--- src/logic/status_pkg.sv ---
package status_pkg;

    localparam int ID_W   = 4;
    localparam int ADDR_W = 32;
    localparam int DATA_W = 32;
    localparam int STRB_W = DATA_W / 8;
    localparam int LEN_W  = 8;

    localparam int MAC_HI_PAD = 16;                       // zero bits above mac[47:32] on reads
    localparam logic [DATA_W-1:0] UNMAPPED_DATA = '1;     // read data of illegal addresses

    typedef enum logic [1:0] {
        FIXED    = 2'b00,
        INCR     = 2'b01,
        WRAP     = 2'b10,
        RESERVED = 2'b11
    } burst_e;

    typedef enum logic [1:0] {
        OKAY   = 2'b00,
        SLVERR = 2'b10
    } resp_e;

    typedef enum logic [ADDR_W-1:0] {
        AXI_RST_STATUS = 32'h0000_0000,                   // ro, {master, slave} reset done
        AXI_RESET      = 32'h0000_0001,                   // wo, reset pulses
        UID_HIGH       = 32'h0000_0002,
        UID_MIDDLE     = 32'h0000_0003,
        UID_LOW        = 32'h0000_0004,
        POWER_STATUS   = 32'h0000_0005,                   // rw, [7:0] only
        POWER_RESET    = 32'h0000_0006,                   // wo, pulse
        MAC_HIGH       = 32'h0000_0007,                   // rw, mac[47:32]
        MAC_LOW        = 32'h0000_0008,                   // rw, mac[31:0]
        DEV_IP         = 32'h0000_0009,
        HOST_IP        = 32'h0000_000A
    } reg_addr_e;

    typedef enum logic [1:0] {
        WR_IDLE,
        WR_DATA,
        WR_RESP
    } wr_state_e;

    typedef enum logic {
        RD_IDLE,
        RD_DATA
    } rd_state_e;

    typedef struct packed {
        logic [ID_W-1:0]   id;
        logic [ADDR_W-1:0] addr;
        burst_e            burst;
    } aw_t;

    typedef struct packed {
        logic [DATA_W-1:0] data;
        logic [STRB_W-1:0] strb;
        logic              last;
    } w_t;

    typedef struct packed {
        logic [ID_W-1:0] id;
        resp_e           resp;
    } b_t;

    typedef struct packed {
        logic [ID_W-1:0]   id;
        logic [ADDR_W-1:0] addr;
        logic [LEN_W-1:0]  len;                           // beats minus one
        burst_e            burst;
    } ar_t;

    typedef struct packed {
        logic [ID_W-1:0]   id;
        logic [DATA_W-1:0] data;
        resp_e             resp;
        logic              last;
    } r_t;

    typedef struct packed {
        logic              valid;                         // one accepted W beat
        logic [ADDR_W-1:0] addr;
        logic [DATA_W-1:0] data;
        logic [STRB_W-1:0] strb;
    } reg_wr_t;

    typedef struct packed {
        logic [15:0] master_rstn_status;
        logic [15:0] slave_rstn_status;
        logic [31:0] uid_high;
        logic [31:0] uid_middle;
        logic [31:0] uid_low;
    } sys_status_t;

    typedef struct packed {
        logic [47:0] mac;
        logic [31:0] ip;
        logic [31:0] host_ip;
    } net_cfg_t;

    function automatic logic burst_illegal(input burst_e burst);
        return !(burst inside {FIXED, INCR});
    endfunction

    function automatic logic addr_readable(input logic [ADDR_W-1:0] addr);
        case (addr)
            AXI_RST_STATUS, UID_HIGH, UID_MIDDLE, UID_LOW, POWER_STATUS,
            MAC_HIGH, MAC_LOW, DEV_IP, HOST_IP: return 1'b1;
            default: return 1'b0;
        endcase
    endfunction

    function automatic logic addr_writable(input logic [ADDR_W-1:0] addr);
        case (addr)
            AXI_RESET, POWER_STATUS, POWER_RESET, MAC_HIGH, MAC_LOW,
            DEV_IP, HOST_IP: return 1'b1;
            default: return 1'b0;
        endcase
    endfunction

endpackage
--- src/logic/status_rd_channel.sv ---
`timescale 1ns/10ps

module status_rd_channel (
    input  logic                          clk,
    input  logic                          STATUS_SLAVE_RSTN_SYNC,
    input  status_pkg::ar_t               ar,
    input  logic                          ar_valid,
    output logic                          ar_ready,
    output status_pkg::r_t                r,
    output logic                          r_valid,
    input  logic                          r_ready,
    output logic [status_pkg::ADDR_W-1:0] rd_addr,
    input  logic [status_pkg::DATA_W-1:0] rd_data,
    input  logic                          rd_illegal
);

    import status_pkg::*;

    rd_state_e         state_q;
    rd_state_e         state_d;
    logic [ID_W-1:0]   id_q;
    logic [LEN_W-1:0]  len_q;
    burst_e            burst_q;
    logic [ADDR_W-1:0] addr_q;
    logic [LEN_W-1:0]  beat_q;                             // beats already sent
    logic              err_q;                              // earlier beat hit a hole
    logic              ar_fire;
    logic              r_fire;
    logic              beat_err;
    logic              last;

    assign ar_ready = (state_q == RD_IDLE);
    assign r_valid  = (state_q == RD_DATA);

    assign ar_fire = ar_valid && ar_ready;
    assign r_fire  = r_valid && r_ready;

    assign last     = r_valid && (beat_q == len_q);
    assign beat_err = burst_illegal(burst_q) || rd_illegal;

    always_comb begin
        state_d = state_q;
        case (state_q)
            RD_IDLE: if (ar_fire) state_d = RD_DATA;
            RD_DATA: if (r_fire && last) state_d = RD_IDLE;
            default: state_d = RD_IDLE;
        endcase
    end

    always_ff @(posedge clk or negedge STATUS_SLAVE_RSTN_SYNC) begin
        if (!STATUS_SLAVE_RSTN_SYNC) begin
            state_q <= RD_IDLE;
            beat_q  <= '0;
            err_q   <= 1'b0;
        end else begin
            state_q <= state_d;
            if (ar_fire) begin
                beat_q <= '0;
                err_q  <= 1'b0;
            end else if (r_fire) begin
                beat_q <= beat_q + 1'b1;
                if (beat_err) begin
                    err_q <= 1'b1;
                end
            end
        end
    end

    // request context
    always_ff @(posedge clk) begin
        if (ar_fire) begin
            id_q    <= ar.id;
            len_q   <= ar.len;
            burst_q <= ar.burst;
            addr_q  <= ar.addr;
        end else if (r_fire && burst_q == INCR) begin
            addr_q  <= addr_q + 1'b1;
        end
    end

    assign rd_addr = addr_q;                               // held while r_ready low

    assign r = '{
        id:   id_q,
        data: rd_data,
        resp: (beat_err || err_q) ? SLVERR : OKAY,
        last: last
    };

endmodule

--- config.mk ---
export PLATFORM = sky130hd
export DESIGN_NAME = status_rd_channel
export DESIGN_NICKNAME = d
export VERILOG_FILES = /design/src/logic/status_pkg.sv /design/src/logic/status_rd_channel.sv
export SDC_FILE = /design/constraint.sdc
export NUM_CORES = 1
export LEC_CHECK = 0
export CAP_MARGIN = 30
export CORE_MARGIN = 4
export CORE_UTILIZATION = 39
export DETAILED_ROUTE_END_ITERATION = 16
export DONT_BUFFER_PORTS = 1
export PLACE_DENSITY_LB_ADDON = 0.3
export SYNTH_ARGS = -nofsm -noshare
export SYNTH_HDL_FRONTEND = slang
export SYNTH_SLANG_ARGS = --single-unit
--- constraint.sdc ---
create_clock -name clk -period 7.4 [get_ports clk]
set_input_delay 0.37 -clock clk [delete_from_list [all_inputs] [get_ports clk]]
set_output_delay 0.37 -clock clk [all_outputs]
set_load 0.02 [all_outputs]
## Yosys cells after proc, flatten, opt, wreduce, memory -nomap -nowiden

Cells that the tools add are included.

- Bits in registers: 56
- Input port bits: 83
- Output and inout bits: 73
- Word-level logic and storage cells: 37

- Add/sub/neg operators: 2
- Eq/ne operators: 2
- Mux-type cells: 11
- Bitwise gates (word level): 1
- Reduce and logical (&&, ||, !) cells: 14

Operators with widths:

| operator | count |
|---|---|
| 32-bit two-way mux | 2 |
| 32-bit by 1-bit adder with 32-bit output, second input constant | 1 |
| 8-bit two-way mux | 2 |
| 8-bit by 1-bit adder with 8-bit output, second input constant | 1 |
| 8-bit == test | 1 |
| 2-bit nonzero test | 4 |
| 1-bit logical AND | 5 |
| 1-bit two-way mux | 5 |
| 2-bit by 1-bit == test with 1-bit output, second input constant | 1 |
| 2-bit logical NOT | 1 |
| 1-bit logical OR | 2 |
| 2-bit two-way mux | 1 |
| 1-bit case mux with 2 select lines | 1 |
| 2-bit AND reduction | 1 |
| 1-bit logical NOT | 1 |
| 1-bit NOT | 1 |

## Longest topological paths before layout

- Word-level depth: 7
- Depth in mapped cells: 6
- Mapped depth without buffers: 5

## Worst setup path before layout

OpenSTA, ideal clock, no wires.

- Path kind: register to register
- Start: register state_q (netlist: r_valid)
- End: register addr_q[0] (netlist: rd_addr[0]), enable pin
- Data arrival time: 2.959 ns
- Slack: 3.976 ns
- Stages on the path, launching flop included: 3
- Cell sequence: dfrtp_1 > nand2_1 > o21ai_0

- Word-level cells in the longest chain between the ends: 3
- Elaborated cells between the ends (all ways): 5

RTL lines:

| item | line | source |
|---|---|---|
| from (decl) | status_rd_channel.sv:19 | `rd_state_e state_q;` |
| from (signal assigned) | status_rd_channel.sv:56 | `state_q <= state_d;` |
| 1-bit logical AND / 1-bit NOT (equally long branches) | -- |  |
| 1-bit logical AND (on tied branches) | status_rd_channel.sv:76, status_rd_channel.sv:35 |  |
| 2-bit nonzero test (no source line) (*) | -- |  |
| to (signal assigned) | status_rd_channel.sv:75 | `addr_q <= ar.addr;` |
| to (signal assigned) | status_rd_channel.sv:77 | `addr_q <= addr_q + 1'b1;` |
| to (decl) | status_rd_channel.sv:24 | `logic [ADDR_W-1:0] addr_q;` |

Mark *: on every way between the ends. The rest lies on a longest branch, timed or not.
A chain may end at the register's enable or synchronous reset.

## Final worst setup path

- Start: register state_q (netlist: r_valid)
- End: register addr_q[27] (netlist: rd_addr[27]) (data pin)

- Word-level cells in the longest chain between the ends: 3

RTL lines:

| item | line | source |
|---|---|---|
| 1-bit NOT | -- |  |
| 1-bit logical AND | status_rd_channel.sv:35 | `assign ar_fire = ar_valid && ar_ready;` |
| 32-bit two-way mux | status_rd_channel.sv:71 | `if (ar_fire) begin` |

No other way between the ends.

==> flow_summary.yaml <==
outcome:
  status: "finished, final reports clean"
clock_network:
  htreeDepth: 2
  clk_pin_slew_ns: 0.10
  clk-insertion-delay-late_ns: 0.31
  root_buffer: "clkbuf_8"
  clockBufferDepth: 2
  cts_tree: "built"
  cts_resized: 0
  post_cts_buffers: 0
  clkSinkCount: 56
  hold_buffers: 1
  numCtsBuffers: 5
route:
  drt-total-wl_mm: 7.57
  dr.pass1.iters: 4
  vias: 2289
  drtIter0Drc: 107
  vias_per_cell: 5.85
  antenna_left: 0
  wl_per_cell_um: 19.3
  drc: 0
timing:
  fmax_ghz: 0.333
  fin_crit_ns: 3.00
  rsz0062_at_grt: "false"
  tightest_slew_ns: 0.823
  period_share_pct: 40.6
  fin_worst_skew_ns: 0.00488
  hold_violations: 0
  slew_headroom_pct: 45.1
  whs_ns: 0.150
  setup_viol_count_final: 0
  drv_slew: 0
  fin_tns_setup_ns: 0
placement:
  dpl_cell_area_um2: 3130
  port_buffers: 0
  routabilityCongestion: 0.762
  dp_hpwl_mm: 5.54
  dp_cells: 382
synth:
  syn_nets: 408
  ys_warn_count: 0
  synthCells: 323
  syn-cell-area_um2: 3260
  ys_seq_area_share_pct: 50.0
  ys_ff_latch: 56
  synth.avg_cell_area_um2: 10.1
  synth_cell_types: 39
layout:
  n_antenna_cell: 0
  fin_area_um2: 3240
  drive_gt1_share_pct: 5.59
  area_growth_pct: -0.576
  final_nets: 370
  layout.cells.non_filler: 391
  mostFrequentLayoutCell: "edfxtp_1"
  final_cell_mix: "edfxtp_1 (46), nand2_1 (33), o21ai_0 (21)"
setup_path:
  path_max_fanout: 41
  startpoint_type: "register"
  ff2ff_path_depth: 5
  cp-end-kind: "register"
  r2r_slack_ns: 4.40
  cp-endpoint: "rd_addr[27]"
  crit_required_ns: 7.57
  reg2reg_from: "r_valid"
  cp.arrival_ns: 3.18
  crit_start: "r_valid"
  worstReg2RegEnd: "rd_addr[27]"
  worstSetupPathType: "register to register"
global_routing:
  grt_pass1_wl_mm: 11.8
  grt_pass1_vias: 2223
  overflow: 0
  track_usage_pct: 15.0
  antenna_found_initial: 0
  grt_max_degree: 42
floorplanning:
  initial_utilization_pct: 39.9
  dieArea_um2: 9890
  rows: 33
  die_x_um: 99.4
  core_area_um2: 8180
  die_y_um: 99.4
  io_pins: 156
pwr:
  peakVddDrop_uv: 66.0
  power_density_nw_per_um2: 187
  p_leak_nw: 0.988
run:
  max_cap_violations: 0
min_path:
  hp-class: "input pin to register"
-- synthesized netlist by cell type --
cell type	number	area (um2)
or4_2	1	8.76
ha_1	2	25.0
nand2b_1	2	12.5
buf_6	1	11.3
buf_4	34	255
a22o_1	1	8.76
clkbuf_1	13	48.8
dfrtp_1	10	250
or4_1	16	120
or4_4	1	11.3
or4b_1	1	10.0
o311ai_0	1	8.76
and4_1	3	26.3
inv_1	5	18.8
nor2_1	19	71.3
nor3_1	2	10.0
buf_1	1	3.75
mux2i_1	2	20.0
nor4_1	2	12.5
o211ai_1	5	37.5
o21ai_0	22	110
a22oi_1	1	7.51
xnor2_1	12	105
nand2_1	33	124
and4_2	1	10.0
nand4b_1	1	8.76
a21oi_1	3	15.0
and2_1	2	12.5
nand3_1	20	100
or3_1	3	18.8
a31oi_1	14	87.6
o31ai_1	11	82.6
nand4_2	1	12.5
nand4_1	16	100
xor2_1	8	70.1
and3_1	5	31.3
o41ai_1	1	8.76
edfxtp_1	46	1380
conb_1	1	3.75
-- how the worst min path moves through the flow --
| stage | end | depth (start not counted) | from |
|---|---|---|---|
| final | burst_q[0] | 0 | ar[0] |
| after detailed placement | beat_q[2] | 0 | STATUS_SLAVE_RSTN_SYNC |
| after CTS | burst_q[0] | 0 | ar[0] |
| after floorplan | beat_q[0] | 0 | STATUS_SLAVE_RSTN_SYNC |
| after global placement | err_q | 0 | STATUS_SLAVE_RSTN_SYNC |
| after global routing | id_q[3] | 0 | ar[45] |
-- layer usage --
layer  GRT usage, %  vias up  wire (um)
met3           4.91       10        652
met2           23.4       99       3520
li1               -     1109          -
met5              0        -          0
met1           19.8     1071       3300
met4           4.83        0         97
-- sequential cells by signal (all words and copies together) (netlist names) --
register  count
rd_addr      32
beat_q        8
len_q         8
id_q          4
burst_q       2
err_q         1
r_valid       1
-- kinds of logic (layout without fill, tap and decap cells) --
logic type	Yosys count	after routing	share of synthesized area [%]
simple gates	129	129	21.5
mux	2	2	0.614
fa+ha+maj	2	2	0.767
flops	56	56	50.0
buf+inv	54	17	10.4
xor+xnor	20	20	5.37
other cells	1	1	0.115
compound gates	59	59	11.2
-- where the power goes --
group	total (W)	switching [W]	internal, W
registers	0.000378	0.0000239	0.000354
clock network	0.000187	0.0000997	0.0000872
logic	0.0000413	0.0000209	0.0000204
-- cell type report --
cell class / instances / area [um2]
inverters: 5 / 18.8
clock buffers: 7 / 97.6
repair buffers: 4 / 52.6
fillers: 800 / 4930
flip-flops and latches: 56 / 1630
clock inverters: 1 / 5.00
multi-input cells: 213 / 1310
well taps: 105 / 131
-- metrics by stage --
stage,util [%],setup WS [ns],total power [W]
floorplan,-,3.98,0.000438
global placement,37.9,4.50,0.000422
detailed placement,38.3,4.41,0.000424
CTS,39.7,4.39,0.000612
global route,39.7,4.15,0.000632
finish,39.7,4.40,0.000606
-- worst max-delay path: stages (launching register included) --
cell	delay [ns]
dfrtp_1	0.56
nand2b_2	0.73
inv_1	0.54
buf_4	0.39
or4_1	0.53
nand3_1	0.09
Power figures use the tool's default switching activity.
