===== src/logic/status_pkg.sv =====
package status_pkg;

    localparam int ID_W   = 4;
    localparam int ADDR_W = 32;
    localparam int DATA_W = 32;
    localparam int STRB_W = DATA_W / 8;
    localparam int LEN_W  = 8;

    localparam int MAC_HI_PAD = 16;                       // zero bits above mac[47:32] on reads
    localparam logic [DATA_W-1:0] UNMAPPED_DATA = '1;     // read data of illegal addresses

    typedef enum logic [1:0] {
        FIXED    = 2'b00,
        INCR     = 2'b01,
        WRAP     = 2'b10,
        RESERVED = 2'b11
    } burst_e;

    typedef enum logic [1:0] {
        OKAY   = 2'b00,
        SLVERR = 2'b10
    } resp_e;

    typedef enum logic [ADDR_W-1:0] {
        AXI_RST_STATUS = 32'h0000_0000,                   // ro, {master, slave} reset done
        AXI_RESET      = 32'h0000_0001,                   // wo, reset pulses
        UID_HIGH       = 32'h0000_0002,
        UID_MIDDLE     = 32'h0000_0003,
        UID_LOW        = 32'h0000_0004,
        POWER_STATUS   = 32'h0000_0005,                   // rw, [7:0] only
        POWER_RESET    = 32'h0000_0006,                   // wo, pulse
        MAC_HIGH       = 32'h0000_0007,                   // rw, mac[47:32]
        MAC_LOW        = 32'h0000_0008,                   // rw, mac[31:0]
        DEV_IP         = 32'h0000_0009,
        HOST_IP        = 32'h0000_000A
    } reg_addr_e;

    typedef enum logic [1:0] {
        WR_IDLE,
        WR_DATA,
        WR_RESP
    } wr_state_e;

    typedef enum logic {
        RD_IDLE,
        RD_DATA
    } rd_state_e;

    typedef struct packed {
        logic [ID_W-1:0]   id;
        logic [ADDR_W-1:0] addr;
        burst_e            burst;
    } aw_t;

    typedef struct packed {
        logic [DATA_W-1:0] data;
        logic [STRB_W-1:0] strb;
        logic              last;
    } w_t;

    typedef struct packed {
        logic [ID_W-1:0] id;
        resp_e           resp;
    } b_t;

    typedef struct packed {
        logic [ID_W-1:0]   id;
        logic [ADDR_W-1:0] addr;
        logic [LEN_W-1:0]  len;                           // beats minus one
        burst_e            burst;
    } ar_t;

    typedef struct packed {
        logic [ID_W-1:0]   id;
        logic [DATA_W-1:0] data;
        resp_e             resp;
        logic              last;
    } r_t;

    typedef struct packed {
        logic              valid;                         // one accepted W beat
        logic [ADDR_W-1:0] addr;
        logic [DATA_W-1:0] data;
        logic [STRB_W-1:0] strb;
    } reg_wr_t;

    typedef struct packed {
        logic [15:0] master_rstn_status;
        logic [15:0] slave_rstn_status;
        logic [31:0] uid_high;
        logic [31:0] uid_middle;
        logic [31:0] uid_low;
    } sys_status_t;

    typedef struct packed {
        logic [47:0] mac;
        logic [31:0] ip;
        logic [31:0] host_ip;
    } net_cfg_t;

    function automatic logic burst_illegal(input burst_e burst);
        return !(burst inside {FIXED, INCR});
    endfunction

    function automatic logic addr_readable(input logic [ADDR_W-1:0] addr);
        case (addr)
            AXI_RST_STATUS, UID_HIGH, UID_MIDDLE, UID_LOW, POWER_STATUS,
            MAC_HIGH, MAC_LOW, DEV_IP, HOST_IP: return 1'b1;
            default: return 1'b0;
        endcase
    endfunction

    function automatic logic addr_writable(input logic [ADDR_W-1:0] addr);
        case (addr)
            AXI_RESET, POWER_STATUS, POWER_RESET, MAC_HIGH, MAC_LOW,
            DEV_IP, HOST_IP: return 1'b1;
            default: return 1'b0;
        endcase
    endfunction

endpackage

===== src/logic/status_wr_channel.sv =====
`timescale 1ns/10ps

module status_wr_channel (
    input  logic                clk,
    input  logic                STATUS_SLAVE_RSTN_SYNC,
    input  status_pkg::aw_t     aw,
    input  logic                aw_valid,
    output logic                aw_ready,
    input  status_pkg::w_t      w,
    input  logic                w_valid,
    output logic                w_ready,
    output status_pkg::b_t      b,
    output logic                b_valid,
    input  logic                b_ready,
    output status_pkg::reg_wr_t reg_wr,
    input  logic                wr_illegal
);

    import status_pkg::*;

    wr_state_e         state_q;
    wr_state_e         state_d;
    logic [ID_W-1:0]   id_q;
    burst_e            burst_q;
    logic [ADDR_W-1:0] addr_q;
    logic              err_q;                              // sticky over the burst
    logic              aw_fire;
    logic              w_fire;
    logic              b_fire;

    assign aw_ready = (state_q == WR_IDLE);
    assign w_ready  = (state_q == WR_DATA);
    assign b_valid  = (state_q == WR_RESP);

    assign aw_fire = aw_valid && aw_ready;
    assign w_fire  = w_valid && w_ready;
    assign b_fire  = b_valid && b_ready;

    always_comb begin
        state_d = state_q;
        case (state_q)
            WR_IDLE: if (aw_fire) state_d = WR_DATA;
            WR_DATA: if (w_fire && w.last) state_d = WR_RESP;  // length ignored, last ends it
            WR_RESP: if (b_fire) state_d = WR_IDLE;
            default: state_d = WR_IDLE;
        endcase
    end

    always_ff @(posedge clk or negedge STATUS_SLAVE_RSTN_SYNC) begin
        if (!STATUS_SLAVE_RSTN_SYNC) begin
            state_q <= WR_IDLE;
            err_q   <= 1'b0;
        end else begin
            state_q <= state_d;
            if (aw_fire) begin
                err_q <= burst_illegal(aw.burst);            // wrap/reserved fail up front
            end else if (w_fire && wr_illegal) begin
                err_q <= 1'b1;
            end
        end
    end

    // burst context, only meaningful while a burst is open
    always_ff @(posedge clk) begin
        if (aw_fire) begin
            id_q    <= aw.id;
            burst_q <= aw.burst;
            addr_q  <= aw.addr;
        end else if (w_fire && burst_q == INCR) begin
            addr_q  <= addr_q + 1'b1;                        // one register per beat
        end
    end

    assign reg_wr = '{
        valid: w_fire && !burst_illegal(burst_q),            // bad bursts touch nothing
        addr:  addr_q,
        data:  w.data,
        strb:  w.strb
    };

    assign b = '{
        id:   id_q,
        resp: err_q ? SLVERR : OKAY
    };

endmodule


===== config.mk =====
export PLATFORM = sky130hd
export DESIGN_NAME = status_wr_channel
export DESIGN_NICKNAME = d
export VERILOG_FILES = /design/src/logic/status_pkg.sv /design/src/logic/status_wr_channel.sv
export SDC_FILE = /design/constraint.sdc
export NUM_CORES = 1
export LEC_CHECK = 0
export ABC_AREA = 1
export BUFFER_PORTS_ARGS = -buffer_cell sky130_fd_sc_hd__buf_2
export CORE_MARGIN = 5
export CORE_UTILIZATION = 49
export DETAILED_ROUTE_END_ITERATION = 10
export GPL_TIMING_DRIVEN = 0
export PLACE_DENSITY = 0.87
export RECOVER_POWER = 25
export SYNTH_ARGS = -nofsm -noshare
export SYNTH_HDL_FRONTEND = slang
export SYNTH_SLANG_ARGS = --single-unit

===== constraint.sdc =====
create_clock -name clk -period 4.7 [get_ports clk]
set_input_delay 0.47 -clock clk [delete_from_list [all_inputs] [get_ports clk]]
set_output_delay 0.47 -clock clk [all_outputs]
set_load 0.05 [all_outputs]

Yosys cells after proc, flatten, opt, wreduce, memory -nomap -nowiden

Index checks and enable logic that the tools add are counted.
Widths: inputs -> output; s select.

Output and inout bits: 78
Register bits after elaboration: 41

Equality and inequality tests: 7
Reduce and logical (&&, ||, !) cells: 16
Add/sub/neg operators: 1
Muxes and demuxes: 9

Operators by type and width:

| operator              | number |
|---|---|
| $mux 32               | 2 |
| $add 32x1->32 const B | 1 |
| $mux 2                | 4 |
| $reduce_bool 2->1     | 4 |
| $logic_and 1x1->1     | 7 |
| $eq 2x1->1 const B    | 3 |
| $logic_not 2->1       | 3 |
| $ne 2x1->1 const B    | 3 |
| $pmux 2 s3            | 1 |
| $reduce_and 3->1      | 1 |
| $eq 2x2->1 const B    | 1 |
| $mux 1                | 2 |
| $logic_not 1->1       | 1 |

Longest topological paths before layout

Gate-level depths: netlist of the first run.

Depth after elaboration: 5
Gate-level depth with buffers: 9

Least setup slack after synthesis of the first run

OpenSTA, ideal clock, no wires.

Path kind: register to register
Start: register state_q[0]
End: register addr_q[0] (enable)
Path slack: 2.012 ns
Period minus slack after synthesis: 2.688 ns
Required time: 4.311 ns
Arrival time: 2.299 ns
Cell stages (with the launch flop): 5
Cell sequence: dfrtp_1 nor2_1 nand2_2 buf_2 nand2_1

RTL lines:

| element                            | line                    | text |
|---|---|---|
| from (decl)                        | status_wr_channel.sv:21 | `wr_state_e state_q;` |
| from (signal assigned)             | status_wr_channel.sv:54 | `state_q <= state_d;` |
| $logic_not 2->1                    | status_wr_channel.sv:31 | `assign aw_ready = (state_q == WR_IDLE);` |
| net aw_ready                       | status_wr_channel.sv:8  | `output logic aw_ready,` |
| $logic_and 1x1->1                  | status_wr_channel.sv:35 | `assign aw_fire = aw_valid && aw_ready;` |
| $reduce_bool 2->1 (no source line) | -                       |  |
| to (signal assigned)               | status_wr_channel.sv:68 | `addr_q <= aw.addr;` |
| to (signal assigned)               | status_wr_channel.sv:70 | `addr_q <= addr_q + 1'b1;` |
| to (decl)                          | status_wr_channel.sv:25 | `logic [ADDR_W-1:0] addr_q;` |

The timed path passes the listed nets, and every way through them passes these cells.
A chain may end at the register's enable or synchronous reset.

Worst setup path after layout of the first run

Start: register state_q[0]
End: register addr_q[21] (enable)

Longest elaborated chain between the ends: 4

RTL lines:

| element                              | line                    | text |
|---|---|---|
| $eq 2x1->1                           | status_wr_channel.sv:32 | `assign w_ready = (state_q == WR_DATA);` |
| $logic_and 1x1->1                    | status_wr_channel.sv:36 | `assign w_fire = w_valid && w_ready;` |
| $logic_and 1x1->1                    | status_wr_channel.sv:69 | `end else if (w_fire && burst_q == INCR) begin` |
| $reduce_bool 2->1 (no source line) * | -                       |  |

Every way passes the cells marked *; elsewhere a longest branch is shown, timed or not.

==> qor.txt, run 1 <==
chip width - 86.7 um
CP arrival - 1.99 ns
Worst-path clk slew - 0.09 ns
router iterations before antenna repair - 4
Yosys Warn Count - 0
Via Count - 2823
worst hold path type - in2reg
routed wire length - 7980 um
GR Util All Layers - 21.2%
pwr dens - 567 nW/um2
Synth Flop Type - edfxtp_1
core area - 5820 um2
root buffer cell - clkbuf_8
Antenna Nets Post-Route - 0
DRC errors left - 0
total gr overflow - 0
startpoint types - register
Num CTS Buffers - 5
number of flops mapped to enable cells by yosys - 38
worst-path fanout max - 32
Final Hold Fails - 0
layout cells sized above 1 - 31.3%
Initial Util - 49.6%
number of global-route vias before repair - 2818
R2R cell count - 4
Layout area overhead - 26.3%
Period minus WS final - 2.06 ns
clk sinks - 41
CP required - 4.63 ns
DRT iter0 DRCs - 116
initial antenna violation count - 0
RSZ-0062 raised after global routing - false
routability cong. - 0.887
metal3 WL - 773 um
cell taking the most area after synthesis - edfxtp_1
clock buffer depth - 2
Distinct cells, synth - 24
worst r2r src - state_q[0]$_DFFE_PN0P_
Clock Skew - 0.00951 ns
Mapped Cells - 384
CTS tree - done
Async S/R FF share, synth - 7.32%
DR WL met2 - 3930 um
Fillers - 545
Total Die Area - 7520 um2
#FFs+latches synth - 41
worst vdd ir - 0.374 mV
hold path endpoint - burst_q[0]$_DFFE_PP_
count of buffers inserted at the top-level ports - 121
first-pass GRT wire length - 12500 um
row count - 28
I/O pin cnt - 159
top sig layer - met4
multi-input combinational cell area - 1210 um2
final setup vio count - 0
Worst setup startpoint - state_q[0]$_DFFE_PN0P_
hold slack - 0.338 ns
reg-to-reg endpoint - addr_q[21]$_DFFE_PP_
count leader, synth - nand2_1
syn avg cell area - 7.51 um2
# Max-Cap Violations - 0
Clock H-tree levels - 2
reg2reg setup slack - 2.64 ns
outcome - complete, no violations
Seq/Total Area, Yosys - 42.2%
fin crit share - 43.8%
hold wc startpoint - aw[0]
Syn Std Cell Area - 2880 um2
Setup TNS - 0 ns
Pins Over Slew Limit - 0
fmax - 486 MHz
worst slew pin tran - 0.784 ns
Hold Path Stages - 1
sequential cell area - 1220 um2
leak pwr - 1.78 nW
Slew headroom - 47.6%
ranking of synthesized cells by area - edfxtp_1 40%, nand2_1 19%, buf_4 11%, nor2_1 5.6%, nand3_1 5.6%
critical path class - reg2reg
Die Height - 86.7 um
crit end category - register
Ant. Diodes - 0
Final Net Count - 595
Net Count, Synth - 466
dpl hpwl - 6240 um
WL met1 - 3090 um
DR WL/cell - 13.5 um
synth cell count leaders - 149 x nand2_1, 43 x nor2_1, 42 x buf_4
Synth top area share - 39.6%
clock latency on the worst-skew pair - 0.30 ns
pin count of the biggest net entering global routing - 33
vias per inst - 4.79
-- cell type report --
type | instances | share of cell area (%)
Sequential cell | 41 | 33.4
Multi-Input combinational cell | 265 | 33.2
Timing Repair Buffer | 122 | 15.8
Buffer | 44 | 9.10
Inverter | 34 | 3.50
Tap cell | 75 | 2.58
Clock buffer | 5 | 1.89
Clock inverter | 3 | 0.481
-- through the flow --
stage	setup slack (ns)	total power [mW]	util [%]	instances	area [um2]
after floorplan	2.01	1.56	-	384	2880
after global placement	2.20	1.81	61.6	580	3580
after detailed placement	2.15	1.84	61.6	580	3580
after CTS	2.16	2.08	63.3	589	3680
after global routing	2.52	2.19	62.7	589	3640
final	2.64	2.07	62.7	589	3640
-- worst max-delay path by stage --
| stage | slack (ns) | cells past startpoint | to |
|---|---|---|---|
| detailed placement | 2.15 | 4 | addr_q[17]$_DFFE_PP_ |
| CTS | 2.16 | 4 | addr_q[17]$_DFFE_PP_ |
| global route | 2.52 | 4 | addr_q[26]$_DFFE_PP_ |
| global placement | 2.20 | 4 | addr_q[25]$_DFFE_PP_ |
| finish | 2.64 | 4 | addr_q[21]$_DFFE_PP_ |
| floorplan | 2.01 | 4 | addr_q[0]$_DFFE_PP_ |
-- cells by family (layout without fill, tap and decap cells) --
kind of cell,Yosys count,count (layout),share of synthesized area (%)
AO/OA/AOI/OAI,12,12,2.26
XOR/XNOR,9,9,2.73
adder cells (fa/ha/maj),1,1,0.434
flip-flops,41,41,42.2
other,1,1,0.130
buffers and inverters,78,208,15.9
AND/OR/NAND/NOR,242,242,36.4
-- where the power goes --
group | switching [mW] | leakage, nW | internal, mW
logic | 0.845 | 1.34 | 0.271
registers | 0.123 | 0.395 | 0.588
clock network | 0.135 | 0.0439 | 0.103
total | 1.10 | 1.78 | 0.961
-- worst max-delay path: stages (launching register included) --
cell and delay [ns]:
dfrtp_1 0.42, nor2_1 0.19, nand2_2 0.20, buf_2 0.26, nand2_2 0.61
-- sequential cells by signal, summed over array words and instances, names as in the netlist --
name and flops:
burst_q 2, err_q 1, id_q 4, state_q 2
addr_q 32
-- cells in the final DEF, fill, tap and decap left out, drive strengths merged, types with 2 or more instances in the layout --
cell type and n:
o21ai 8, clkinv 2, xor2 8, clkbuf 36
a21oi 2, buf 134, nand2 153, inv 34
or2 2, nand3 32, edfxtp 38, nor2 55
dfrtp 3
-- repair_timing --
item,CTS,global route
hold endpoints to repair,3,0
gates resized for setup,0,0
buffers inserted,0,0
hold buffers,1,0
-- routing by layer --
metal | global-route usage [%] | vias to the layer above
met5 | 0 | -
met3 | 4.85 | 14
met2 | 37.8 | 124
met4 | 9.21 | 0
met1 | 24.1 | 1259
li1 | - | 1426
No activity file was read; power rests on OpenSTA's default activity.
==> run 2: changes to the inputs <==
CORE_UTILIZATION = 41   (was 49)
PLACE_DENSITY = 0.78   (was 0.87)
clock period = 1.7 ns   (was 4.7 ns; I/O delays follow)
==> run 2 against run 1 <==
  * Setup slack got worse by 2.6 ns
  * Total power increased to 2.9 times the previous value
  * Global-route usage decreased by 4.0 points
==> qor.txt, run 2 (synthesis results as in run 1) <==
worst-path fanout max - 5 (-84%)
Final Hold Fails - 0 (unchanged)
critical path class - reg2reg
chip width - 93.9 um (+8.2%)
total gr overflow - 0 (unchanged)
area of placed instances - 3660 um2 (+2.0%)
max reg flops - 32 (unchanged)
Clock H-tree levels - 2 (unchanged)
P_int - 2.92 mW (+200%)
GR Util All Layers - 17.3% (-4.0 points)
Pins Over Slew Limit - 0 (unchanged)
commonest non-fill, non-tap cell in the layout - nand2_1
vias per inst - 4.58 (-4.4%)
Logic pwr share - 53.1% (-1.0 points)
largest registers - addr_q: 32 flops, id_q: 4 flops
Die Height - 93.9 um (+8.2%)
Slew headroom - 60.1% (+13 points)
DRT iter0 DRCs - 249 (+110%)
Total Die Area - 8810 um2 (+17%)
P_sw - 3.06 mW (+180%)
Setup TNS - 0 ns (unchanged)
Layout area overhead - 32.1%
leak pwr - 1.83 nW (+3.0%)
Antenna Nets Post-Route - 0 (unchanged)
router iterations before antenna repair - 4 (unchanged)
overall power - 5.98 mW (+190%)
Initial Util - 42.2% (-7.4 points)
Fillers - 674 (+24%)
Via Count - 2817 (-0.21%)
Inst Count DP - 601 (+3.6%)
Clock power frac - 14.0% (+2.5 points)
count of buffers inserted at the top-level ports - 121 (unchanged)
clock buffer depth - 2 (unchanged)
CP arrival - 1.72 ns (-0.27 ns)
pin count of the biggest net entering global routing - 33 (unchanged)
clk sinks - 41 (unchanged)
Ant. Diodes - 0 (unchanged)
multi-input combinational cell area - 1270 um2 (+4.9%)
row count - 30 (+7.1%)
Clock Skew - 0.0102 ns (+0.000681 ns)
routability cong. - 0.919 (+3.6%)
final std cells w/o fill - 615 (+4.4%)
clock latency on the worst-skew pair - 0.30 ns (about the same)
DR WL/cell - 12.8 um (-5.3%)
RSZ-0062 raised after global routing - true
fin crit share - 97.9% (+54 points)
sequential cell area - 1220 um2 (unchanged)
Sw Ratio - 51.2% (-2.3 points)
final setup vio count - 0 (unchanged)
worst slew pin tran - 0.601 ns (-0.183 ns)
Biggest register - addr_q
Final Cell Area - 3810 um2 (+4.6%)
CP required - 1.75 ns (-2.88 ns)
layout cells sized above 1 - 33.9% (+2.6 points)
worst vdd ir - 0.821 mV (+120%)
number of global-route vias before repair - 2725 (-3.3%)
Period minus WS final - 1.66 ns (-0.395 ns)
root buffer cell - clkbuf_8
hold slack - 0.0391 ns (-0.299 ns)
CTS tree - done
final worst slack - 0.0355 ns (-2.60 ns)
pwr dens - 1570 nW/um2 (+180%)
outcome - complete, no violations
core area - 6830 um2 (+17%)
fmax - 601 MHz (+24%)
crit end category - register
Num CTS Buffers - 5 (unchanged)
worst hold path type - in2reg
DRC errors left - 0 (unchanged)
most frequent cells in the layout - 145 x nand2_1, 90 x buf_2, 47 x buf_4
Final Net Count - 600 (+0.84%)
register share of total power - 32.9% (-1.5 points)
final core utilization - 55.8% (-6.9 points)
# Max-Cap Violations - 0 (unchanged)
startpoint types - register
routed wire length - 7890 um (-1.1%)
Worst-path clk slew - 0.09 ns (about the same)
pre-CTS setup slack - 0.0757 ns (-2.07 ns)
dpl hpwl - 6190 um (-0.72%)
first-pass GRT wire length - 12300 um (-1.5%)
initial antenna violation count - 0 (unchanged)
I/O pin cnt - 159 (unchanged)
[run 2: path summary, 6_finish.rpt]
| kind | slack, ns | start | cells past startpoint | to |
|---|---|---|---|---|
| hold reg to reg | 0.56 | err_q$_DFFE_PN0P_ | 2 | err_q$_DFFE_PN0P_ |
| max in group asynchronous | 1.31 | STATUS_SLAVE_RSTN_SYNC | 2 | err_q$_DFFE_PN0P_ |
| min in group asynchronous | 0.21 | STATUS_SLAVE_RSTN_SYNC | 2 | state_q[1]$_DFFE_PN0P_ |
| hold / removal | 0.04 | aw[0] | 1 | burst_q[0]$_DFFE_PP_ |
| setup reg to reg | 0.04 | addr_q[0]$_DFFE_PP_ | 8 | addr_q[26]$_DFFE_PP_ |
| setup / recovery | 0.04 | addr_q[0]$_DFFE_PP_ | 8 | addr_q[26]$_DFFE_PP_ |
[run 2: layout make-up]
cell class,instances,area share (%)
buffer,44,8.70
inverter,34,3.35
timing repair buffer,127,16.4
multi-input combinational,265,33.3
clock inverter,2,0.985
tap,96,3.15
clock buffer,6,2.17
sequential,41,31.9
[run 2: power by group through the flow]
stage          clock network (mW)  registers, mW  logic [mW]
2_1_floorplan                   0           2.87        1.51
3_3_place_gp                    0           1.97        3.09
3_5_place_dp                    0           1.98        3.14
4_1_cts                     0.848           1.97        3.15
5_1_grt                     0.903           2.03        3.42
6_report                    0.837           1.97        3.17
[run 2: worst max-delay path, cell delays in order (launching register included)]
cell	delay, ns
edfxtp_1	0.40
ha_2	0.22
nand2_2	0.07
nor2_4	0.17
nand2_4	0.11
nor2_4	0.21
nand3_1	0.10
nand3_1	0.09
nand2_1	0.05
[run 2: layer usage]
metal / vias to the layer above / part of all wire [%] / GRT usage (%) / wire (um)
met4: 0 / 1.4 / 5.90 / 108
met5: - / 0 / 0 / 0
met2: 125 / 49 / 31.0 / 3900
met3: 12 / 9.3 / 4.57 / 737
li1: 1432 / - / - / -
met1: 1248 / 40 / 19.6 / 3140
[run 2: timing repair]
| action | in CTS | in global routing |
|---|---|---|
| pin swaps | 0 | 6 |
| endpoints found under the setup margin | 1 | 9 |
| buffers inserted | 0 | 5 |
| hold buffers | 1 | 0 |
| hold endpoints to repair | 3 | 0 |
| gates resized for setup | 1 | 6 |
==> run 3: changes to the inputs <==
BUFFER_PORTS_ARGS = default   (was -buffer_cell sky130_fd_sc_hd__buf_2)
CORE_UTILIZATION = 50   (was 41)
DONT_BUFFER_PORTS = 1   (was default)
PLACE_DENSITY = 0.68   (was 0.78)
==> run 3 against run 2 <==
  * The flow now finishes with violations (negative setup slack)
  * Via count fell by 11%
  * Sequential power grew 53%
  * Total power down 2.7%
  * Register-to-register slack worse by 0.39 ns
  * Largest cell class unchanged
==> qor.txt, run 3 (synthesis results as in run 1) <==
area of placed instances - 3020 um2 (-17%)
metal3 WL - 893 um (+21%)
outcome - complete, but fails checks
worst-path fanout max - 5 (unchanged)
Final Hold Fails - 0 (unchanged)
critical path class - reg2reg
Fillers - 507 (-25%)
Setup TNS - -8.92 ns (-8.92 ns)
top sig layer - met4
Initial Util - 52.1% (+9.8 points)
Final Net Count - 499 (-17%)
clock buffer depth - 2 (unchanged)
DR WL/cell - 15.8 um (+23%)
commonest non-fill, non-tap cell in the layout - nand2_1
Ant. Diodes - 0 (unchanged)
pwr dens - 1680 nW/um2 (+7.3%)
Biggest register - addr_q
worst slew pin tran - 0.892 ns (+0.291 ns)
crit end category - register
worst vdd ir - 1.14 mV (+39%)
Clock H-tree levels - 2 (unchanged)
Total Die Area - 7390 um2 (-16%)
R2R cell count - 8 (unchanged)
Die Height - 85.9 um (-8.4%)
router iterations before antenna repair - 4 (unchanged)
Inst Count DP - 456 (-24%)
Final Cell Area - 3450 um2 (-9.3%)
max reg flops - 32 (unchanged)
row count - 27 (-10%)
failing checks - negative setup slack
number of global-route vias before repair - 2361 (-13%)
fin crit share - 121% (+23 points)
leak pwr - 1.48 nW (-19%)
hold path endpoint - state_q[1]$_DFFE_PN0P_
total gr overflow - 0 (unchanged)
startpoint types - register
Slew headroom - 40.3% (-20 points)
DRC errors left - 0 (unchanged)
Pins Over Slew Limit - 0 (unchanged)
# Max-Cap Violations - 0 (unchanged)
fmax - 488 MHz (-19%)
vias per inst - 5.14 (+12%)
chip width - 85.9 um (-8.4%)
core area - 5540 um2 (-19%)
Hold Path Stages - 2 (+1)
worst r2r src - addr_q[0]$_DFFE_PP_
count of buffers inserted at the top-level ports - 0 (-100%)
routed wire length - 7740 um (-1.8%)
layout cells sized above 1 - 24.9% (-9.0 points)
Via Count - 2518 (-11%)
first-pass GRT wire length - 11400 um (-6.8%)
largest registers - addr_q: 32 flops, id_q: 4 flops
CP arrival - 2.11 ns (+0.39 ns)
clk sinks - 41 (unchanged)
hold wc startpoint - w[0]
RSZ-0062 raised after global routing - true
dpl hpwl - 5660 um (-8.6%)
clock latency on the worst-skew pair - 0.30 ns (about the same)
DR WL met2 - 3750 um (-3.8%)
final setup vio count - 59 (+59)
CP required - 1.76 ns (about the same)
CTS tree - done
Period minus WS final - 2.05 ns (+0.385 ns)
final std cells w/o fill - 490 (-20%)
GR Util All Layers - 19.7% (+2.5 points)
Worst-path clk slew - 0.08 ns (about the same)
pin count of the biggest net entering global routing - 17 (-48%)
DRT iter0 DRCs - 179 (-28%)
reg2reg setup slack - -0.35 ns (-0.39 ns)
Num CTS Buffers - 5 (unchanged)
most frequent cells in the layout - 137 x nand2_1, 38 x edfxtp_1, 32 x nor2_1
Layout area overhead - 19.8%
Antenna Nets Post-Route - 0 (unchanged)
final worst slack - -0.350 ns (-0.385 ns)
hold slack - 0.0388 ns (-0.000270 ns)
WL met1 - 3000 um (-4.3%)
root buffer cell - clkbuf_8
initial antenna violation count - 0 (unchanged)
worst hold path type - in2reg
reg-to-reg endpoint - addr_q[18]$_DFFE_PP_
Clock Skew - 0.00411 ns (-0.00608 ns)
I/O pin cnt - 159 (unchanged)
routability cong. - 0.862 (-6.2%)
[run 3: per-layer routing]
metal  vias to the layer above  global-route usage [%]
li1                       1237                       -
met4                         0                    5.47
met5                         -                       0
met1                      1146                    23.9
met3                        10                    7.01
met2                       125                    33.1
[run 3: metrics by stage]
stage / power, mW / setup WS, ns / utilization, %
floorplan: 4.38 / -0.179 / -
global placement: 4.74 / -0.337 / 54.5
detailed placement: 4.79 / -0.361 / 54.5
CTS: 5.64 / -0.350 / 60.6
global route: 6.17 / -0.466 / 62.4
finish: 5.82 / -0.350 / 62.4
[run 3: worst max path at each step]
stage,from,to,slack [ns],cells after the start
floorplan,addr_q[1]$_DFFE_PP_,addr_q[26]$_DFFE_PP_,-0.18,8
global placement,addr_q[1]$_DFFE_PP_,addr_q[26]$_DFFE_PP_,-0.34,8
detailed placement,addr_q[1]$_DFFE_PP_,addr_q[30]$_DFFE_PP_,-0.36,8
CTS,addr_q[1]$_DFFE_PP_,addr_q[30]$_DFFE_PP_,-0.35,8
global route,addr_q[0]$_DFFE_PP_,addr_q[20]$_DFFE_PP_,-0.47,8
finish,addr_q[0]$_DFFE_PP_,addr_q[18]$_DFFE_PP_,-0.35,8
[run 3: power by group]
part           leakage, nW  switching, mW  internal [mW]
clock               0.0374          0.367          0.290
combinational         1.04           1.41          0.733
sequential           0.394           1.39           1.63
total                 1.48           3.17           2.65
[run 3: final cells by class]
class / count / area [um2] / area share, %
buffer: 44 / 267 / 7.71
tap: 72 / 90.1 / 2.61
clock buffer: 6 / 72.6 / 2.10
timing repair buffer: 23 / 223 / 6.45
multi-input combinational: 268 / 1440 / 41.6
clock inverter: 2 / 15.0 / 0.435
sequential: 41 / 1220 / 35.2
inverter: 34 / 133 / 3.84
[run 3: critical path: stages, from the launching register on]
cell and delay, ns:
edfxtp_1 0.70, ha_2 0.30, nand2_2 0.07, nor2_4 0.19, nand2_4 0.11, nor2_4 0.20, nand3_2 0.10, nand3_2 0.10
nand2_1 0.04
[run 3: repair_timing]
action | 4_1_cts | 5_1_grt
pin swaps | 13 | 14
hold buffers | 8 | 1
hold endpoints to repair | 10 | 1
setup endpoints to repair | 70 | 70
buffers inserted | 6 | 8
cloned | 2 | 1
resized for setup | 25 | 26
